File: src/hdl/stream_pkg.sv
`default_nettype none

package stream_pkg;

    ////////////////////
    // Input beat geometry
    ////////////////////

    localparam int BEAT_BYTES  = 8;                  // Bytes per 64-bit beat
    localparam int EMPTY_W     = 3;                  // Width of in_empty
    localparam int COUNT_BYTES = 2;                  // Message count field at payload start

    // Head view of the start beat
    typedef struct packed {
        logic [COUNT_BYTES*8-1:0]              msg_count;  // Big-endian count
        logic [(BEAT_BYTES-COUNT_BYTES)*8-1:0] rest;       // First payload bytes after count
    } beat_head_t;

    // One beat, read as bytes or as a head
    typedef union packed {
        logic [0:BEAT_BYTES-1][7:0] bytes;           // bytes[0] is bits 63:56
        beat_head_t                 head;            // Only meaningful on the start beat
    } beat_u;

endpackage

`default_nettype wire

File: src/hdl/msg_pkg.sv
`default_nettype none

package msg_pkg;

    ////////////////////
    // Message framing
    ////////////////////

    localparam int LEN_BYTES     = 2;                // Length field ahead of every body
    localparam int MIN_MSG_BYTES = 8;                // Shortest legal body
    localparam int MAX_MSG_BYTES = 32;               // Longest legal body

    ////////////////////
    // Output word
    ////////////////////

    localparam int OUT_W  = 256;                     // out_data width, 32 byte lanes
    localparam int MASK_W = 32;                      // One mask bit per lane

    // Width able to hold 0..MAX_MSG_BYTES
    localparam int LEN_W = $clog2(MAX_MSG_BYTES + 1);

endpackage

`default_nettype wire

File: src/hdl/byte_window_if.sv
`timescale 1ns/100ps
`default_nettype none

// Byte window handed from the unpacker to the field parser
interface byte_window_if #(
    parameter int WINDOW_BYTES = 16
);
    localparam int FILL_W = $clog2(WINDOW_BYTES + 1);

    logic [0:WINDOW_BYTES-1][7:0] window;            // Oldest byte at index 0
    logic [FILL_W-1:0]            fill;              // Valid bytes in window
    logic [15:0]                  msg_count;         // Count of current payload
    logic                         start;             // Pulse, new count captured
    logic                         drained;           // Payload ended and window empty
    logic [FILL_W-1:0]            take;              // Bytes consumed this cycle

    modport unpacker (output window, fill, msg_count, start, drained, input take);
    modport parser   (input window, fill, msg_count, start, drained, output take);

endinterface

`default_nettype wire

File: src/hdl/msg_frag_if.sv
`timescale 1ns/100ps
`default_nettype none

// Body chunks from the parser to the assembler, no back-pressure
interface msg_frag_if #(
    parameter int WINDOW_BYTES = 16
);
    import stream_pkg::*;
    import msg_pkg::*;

    logic [0:BEAT_BYTES-1][7:0]          chunk;        // chunk[0] is the lowest message byte
    logic [$clog2(WINDOW_BYTES+1)-1:0]   chunk_bytes;  // Sized like take, a chunk never exceeds it
    logic [LEN_W-1:0]                    offset;       // Byte position in message
    logic [LEN_W-1:0]                    msg_len;      // Whole message length
    logic                                first;        // First chunk of message
    logic                                last;         // Final chunk of message
    logic                                frag_valid;

    modport parser    (output chunk, chunk_bytes, offset, msg_len, first, last, frag_valid);
    modport assembler (input chunk, chunk_bytes, offset, msg_len, first, last, frag_valid);

endinterface

`default_nettype wire

File: src/hdl/field_parser.sv
`timescale 1ns/100ps
`default_nettype none

module field_parser (
    input  wire logic   clk,
    input  wire logic   reset_n,
    byte_window_if.parser win,
    msg_frag_if.parser  frag
);
    import stream_pkg::*;
    import msg_pkg::*;

    localparam int FILL_W = $bits(win.fill);

    typedef enum logic [1:0] {
        IDLE   = 2'd0,                               // Waiting for a count
        LENGTH = 2'd1,                               // Reading a 2-byte length
        BODY   = 2'd2,                               // Sending body chunks
        SKIP   = 2'd3                                // Dropping trailing padding
    } state_t;

    state_t           state;
    logic [15:0]      msgs_left;                     // Messages not yet started
    logic [LEN_W-1:0] cur_len;
    logic [LEN_W-1:0] body_off;                      // Bytes of body already sent
    logic [15:0]      len_field;
    logic [FILL_W-1:0] need;                         // Bytes this state wants
    logic             have;                          // Enough bytes in window
    logic             last_chunk;

    assign len_field = {win.window[0], win.window[1]};  // Big-endian length

    ////////////////////
    // Field sizing
    ////////////////////

    always_comb
    begin
        int remain;

        remain = int'(cur_len) - int'(body_off);
        if (state == LENGTH)
            need = FILL_W'(LEN_BYTES);
        else if (remain > BEAT_BYTES)
            need = FILL_W'(BEAT_BYTES);              // Full chunk
        else
            need = FILL_W'(remain);                  // Tail of body
    end

    assign have       = (win.fill >= need);
    assign last_chunk = (int'(body_off) + int'(need) == int'(cur_len));

    always_comb
    begin
        case (state)
            LENGTH:  win.take = have ? need : '0;
            BODY:    win.take = have ? need : '0;
            SKIP:    win.take = win.start ? '0 : win.fill;  // Never eat a new payload
            default: win.take = '0;
        endcase
    end

    // Chunk straight off the front of the window
    always_comb
    begin
        for (int i = 0; i < BEAT_BYTES; i++)
            frag.chunk[i] = win.window[i];
    end

    assign frag.chunk_bytes = need;
    assign frag.offset      = body_off;
    assign frag.msg_len     = cur_len;
    assign frag.first       = (body_off == '0);
    assign frag.last        = last_chunk;
    assign frag.frag_valid  = (state == BODY) && have;

    ////////////////////
    // FSM
    ////////////////////

    always_ff @(posedge clk)
    begin
        if (reset_n)
        begin
            state     <= IDLE;
            msgs_left <= '0;
            cur_len   <= '0;
            body_off  <= '0;
        end
        else
        begin
            case (state)
                IDLE, SKIP:
                begin
                    if (win.start)
                    begin
                        msgs_left <= win.msg_count;
                        state     <= (win.msg_count == '0) ? SKIP : LENGTH;
                    end
                    else if (state == SKIP && win.drained)
                        state <= IDLE;               // Payload fully consumed
                end
                LENGTH:
                begin
                    if (have)
                    begin
                        cur_len   <= len_field[LEN_W-1:0];  // Range 8..32 by input rules
                        body_off  <= '0;
                        msgs_left <= msgs_left - 16'd1;
                        state     <= BODY;
                    end
                    else if (win.drained)
                        state <= IDLE;               // Truncated payload
                end
                BODY:
                begin
                    if (have)
                    begin
                        body_off <= body_off + LEN_W'(need);
                        if (last_chunk)
                            state <= (msgs_left == '0) ? SKIP : LENGTH;
                    end
                    else if (win.drained)
                        state <= IDLE;
                end
                default: state <= IDLE;
            endcase
        end
    end

endmodule

`default_nettype wire

File: src/flat_wrapper.sv
// flat-port wrapper written by rule: the top's interface ports become plain ports
module field_parser_flat import stream_pkg::*; import msg_pkg::*;
  (clk, reset_n, win_window, win_fill, win_msg_count, win_start, win_drained, win_take, frag_chunk, frag_chunk_bytes, frag_offset, frag_msg_len, frag_first, frag_last, frag_frag_valid);
  byte_window_if win_i ();
  msg_frag_if frag_i ();
  input  wire logic clk;
  input  wire logic reset_n;
  input wire logic [$bits(win_i.window)-1:0] win_window;
  input wire logic [$bits(win_i.fill)-1:0] win_fill;
  input wire logic [$bits(win_i.msg_count)-1:0] win_msg_count;
  input wire logic [$bits(win_i.start)-1:0] win_start;
  input wire logic [$bits(win_i.drained)-1:0] win_drained;
  output wire logic [$bits(win_i.take)-1:0] win_take;
  output wire logic [$bits(frag_i.chunk)-1:0] frag_chunk;
  output wire logic [$bits(frag_i.chunk_bytes)-1:0] frag_chunk_bytes;
  output wire logic [$bits(frag_i.offset)-1:0] frag_offset;
  output wire logic [$bits(frag_i.msg_len)-1:0] frag_msg_len;
  output wire logic [$bits(frag_i.first)-1:0] frag_first;
  output wire logic [$bits(frag_i.last)-1:0] frag_last;
  output wire logic [$bits(frag_i.frag_valid)-1:0] frag_frag_valid;
  assign win_i.window = win_window;
  assign win_i.fill = win_fill;
  assign win_i.msg_count = win_msg_count;
  assign win_i.start = win_start;
  assign win_i.drained = win_drained;
  assign win_take = win_i.take;
  assign frag_chunk = frag_i.chunk;
  assign frag_chunk_bytes = frag_i.chunk_bytes;
  assign frag_offset = frag_i.offset;
  assign frag_msg_len = frag_i.msg_len;
  assign frag_first = frag_i.first;
  assign frag_last = frag_i.last;
  assign frag_frag_valid = frag_i.frag_valid;
  field_parser u_core (.clk(clk), .reset_n(reset_n), .win(win_i), .frag(frag_i));
endmodule
File: config.mk
export PLATFORM = sky130hd
export DESIGN_NAME = field_parser_flat
export DESIGN_NICKNAME = d
export VERILOG_FILES = /design/src/hdl/stream_pkg.sv /design/src/hdl/msg_pkg.sv /design/src/hdl/byte_window_if.sv /design/src/hdl/msg_frag_if.sv /design/src/hdl/field_parser.sv /design/src/flat_wrapper.sv
export SDC_FILE = /design/constraint.sdc
export NUM_CORES = 1
export LEC_CHECK = 0
export ABC_AREA = 1
export BUFFER_PORTS_ARGS = -buffer_cell sky130_fd_sc_hd__clkbuf_2
export CORE_AREA = 4 4 92 94
export DETAILED_ROUTE_END_ITERATION = 8
export DIE_AREA = 0 0 96 98
export GPL_ROUTABILITY_DRIVEN = 0
export PLACE_DENSITY = 0.91
export SLEW_MARGIN = 25
export SYNTH_ARGS = -nofsm -noshare
export SYNTH_HDL_FRONTEND = slang
export SYNTH_SLANG_ARGS = --single-unit
File: constraint.sdc
create_clock -name clk -period 9.6 [get_ports clk]
set_input_delay 0.96 -clock clk [delete_from_list [all_inputs] [get_ports clk]]
set_output_delay 0.96 -clock clk [all_outputs]
set_load 0.1 [all_outputs]
==> summary.txt <==
Setup path
  • Worst setup EP type: output port
  • Data arrival time of the critical path: 5.00 ns
  • Worst setup path class: reg -> out
  • Worst-path fanout max: 5
  • Required time of the critical path: 8.64 ns
  • Crit start category: flop

Routing
  • Via-to-Cell Ratio: 5.34
  • DRT Wirelength: 7720 um
  • Average wire per cell in the routed design: 13.9 um
  • DR iter-0 viols: 158
  • Routed via count: 2974
  • First-pass DRT Iterations: 5
  • Count of antenna-violating nets left after detailed routing: 0
  • Drt drc: 0

Logic synthesis
  • Yosys top cell area share: 19.4%
  • Post-synth ARST share: 0%
  • Distinct cell type count after synthesis: 40
  • Synth Register Bits: 30
  • Cell count after synthesis: 461
  • Adder-cell area share of the yosys netlist: 8.98%
  • Most repeated cell in the gate-level netlist after synthesis: nand2_1
  • Synth Cell Area: 3090 um^2
  • Top area cells in the synthesized netlist: dfxtp_1, buf_4, nand2_1
  • Register area share after synthesis: 19.4%
  • Post-synthesis xor/xnor area fraction: 2.83%
  • Post-Synth Simple-Gate Area: 24.0%
  • Yosys top cell by area: dfxtp_1
  • Top flip-flop cell by instance count after synthesis: dfxtp_1
  • Proportion of synthesized area in mux cells: 0%
  • Nets in the synthesized netlist: 635
  • Total of warnings raised by yosys: 0
  • Compound-gate portion of the synthesized area: 19.9%
  • Combinational family with the most area after synthesis: buffers and inverters
  • Number of flops mapped to enable cells by yosys: 0
  • Commonest cells in the netlist: nand2_1, buf_4, inv_1
  • Syn avg cell area: 6.71 um^2

Floorplanning
  • Boundary pin count: 242
  • Row count: 32
  • Die Height: 98 um
  • X dimension of the die: 96 um
  • Core ar.: 7650 um^2
  • Die area: 9410 um^2
  • Initial Utilization: 40.5%

CTS
  • Cell at the root of the clock tree: clkbuf_8
  • Quantity of gates resized following cts: 0
  • Clock transition at the registers of the reported paths: 0.08 ns
  • Clk buf depth: 2
  • Total of hold buffers inserted after clock tree synthesis: 0
  • Clock network latency to the later pin of the worst-skew pair: 0.29 ns
  • Count of clock tree sinks: 30
  • Number of H-tree levels: 2
  • Post-CTS repair timing setup buffer count: 0
  • TritonCTS buffer count: 5
  • CTS tree: built

STA
  • Actual slew at the worst max-slew pin: 0.627 ns
  • Total count of hold-check failures in the final report: 0
  • Worst slew margin relative to its limit: 58.2%
  • Final worst-path cycle share: 62.0%
  • Fmax: 168 MHz
  • Pins over their slew limit: 0
  • Unrepaired setup endpoints after global routing: no
  • Total Negative Setup Slacks: 0 ns
  • Worst Hold Margin: 0.520 ns
  • Final setup viols: 0
  • Final clock skew: 0.0119 ns
  • Final period demand of the worst path: 5.96 ns

Global route
  • Global-route met3 utilization: 3.00%
  • Met2 global-route usage: 27.3%
  • Gr ovfl total: 0
  • First-pass GRT wire length: 12500 um
  • Busiest layer in global routing: met2
  • Vias in the first global route: 2792
  • Initial antenna violation count: 0
  • Maximum number of pins on one net before global-route repair: 30
  • Met1 demand-to-capacity share in global routing: 19.7%
  • GRT Overall Usage: 16.3%

Placed design
  • Cell count after placement: 549
  • HPWL after DPL: 6200 um
  • Port Buffer Count: 61

Final layout
  • Number of cells in the finished layout apart from fillers: 557
  • Number of diodes: 0
  • Area growth from synthesis to final layout: -0.364%
  • # fillers: 811
  • Layout Nets: 628
  • Fraction of final layout cells with drive strength greater than 1: 21.1%
  • Sequential cell area: 601 um^2
  • Area of the multi-input gates: 1720 um^2

Worst hold path
  • Worst hold path type: reg -> reg

Flow run
  • Max-cap viol count: 0

Run status
  • Result of the run: complete, no violations
## final timing paths
path,startpoint,end,slack (ns),depth (start not counted)
worst min-delay path,u_core.msgs_left[3],u_core.msgs_left[3],0.52,2
worst min register to register,u_core.msgs_left[3],u_core.msgs_left[3],0.52,2
worst max-delay path,u_core.frag.offset[0],frag_last,3.64,24
worst max register to register,u_core.frag.offset[0],u_core.state[1],5.00,26
## registers in the layout (all words and copies together), names as in the netlist
signal               cells
u_core.state             2
u_core.frag.offset       6
u_core.frag.msg_len      6
u_core.msgs_left        16
## critical path, cell delays in order (launching register included)
cell	delay, ns
dfxtp_1	0.45
ha_1	0.23
inv_1	0.08
fa_1	0.42
xor2_1	0.19
nor3_1	0.14
o2111ai_1	0.13
and2_1	0.16
nor2_1	0.15
inv_1	0.09
nor2_1	0.27
ha_1	0.24
inv_1	0.06
fa_1	0.37
or2_2	0.33
nand2_1	0.09
xor2_1	0.06
a2111oi_0	0.33
nand2_1	0.10
inv_1	0.07
nand2_1	0.06
nor2_2	0.09
nand2_2	0.09
inv_1	0.07
clkbuf_2	0.45
## cell usage in the layout (no fill, tap or decap), drive strengths merged, types with 3 or more instances in the layout
master,n
a21oi,36
dfxtp,30
nor4,4
ha,19
a211oi,5
inv,60
nor2,31
clkbuf,67
nand2,74
nand4,5
or2,3
xnor2,3
nor3,8
o21ai,41
xor2,7
nand3,33
a31oi,13
## metrics by stage
step,setup slack [ns],utilization (%),instance area (um^2)
final,3.64,40.3,3080
after CTS,3.66,40.3,3080
after global routing,3.27,40.3,3080
after floorplan,2.19,-,3090
after global placement,4.17,39.1,2990
after detailed placement,3.97,39.1,2990
## kinds of logic after synthesis
group,after synthesis
and+or+nand+nor,161
DFF,30
adders and majority gates,21
AOI/OAI and AO/OA,103
buffers and inverters,136
xor gates and xnor gates,10
## layout make-up
class | count | area share, %
inverters | 60 | 7.31
repair buffers | 62 | 10.1
multi-input cells | 295 | 55.8
well taps | 102 | 4.14
flip-flops and latches | 30 | 19.5
clock buffers | 6 | 2.68
clock inverters | 2 | 0.406
## layer usage
metal | part of all wire, % | wire [um] | up-vias
met4 | 3.7 | 282 | 0
met3 | 8.0 | 618 | 47
met2 | 47 | 3620 | 137
met5 | 0 | 0 | -
li1 | - | - | 1450
met1 | 41 | 3200 | 1340
Power is left out: the tool's default activity adds up to more than one toggle a clock period on the data nets, which glitch-free logic cannot reach.
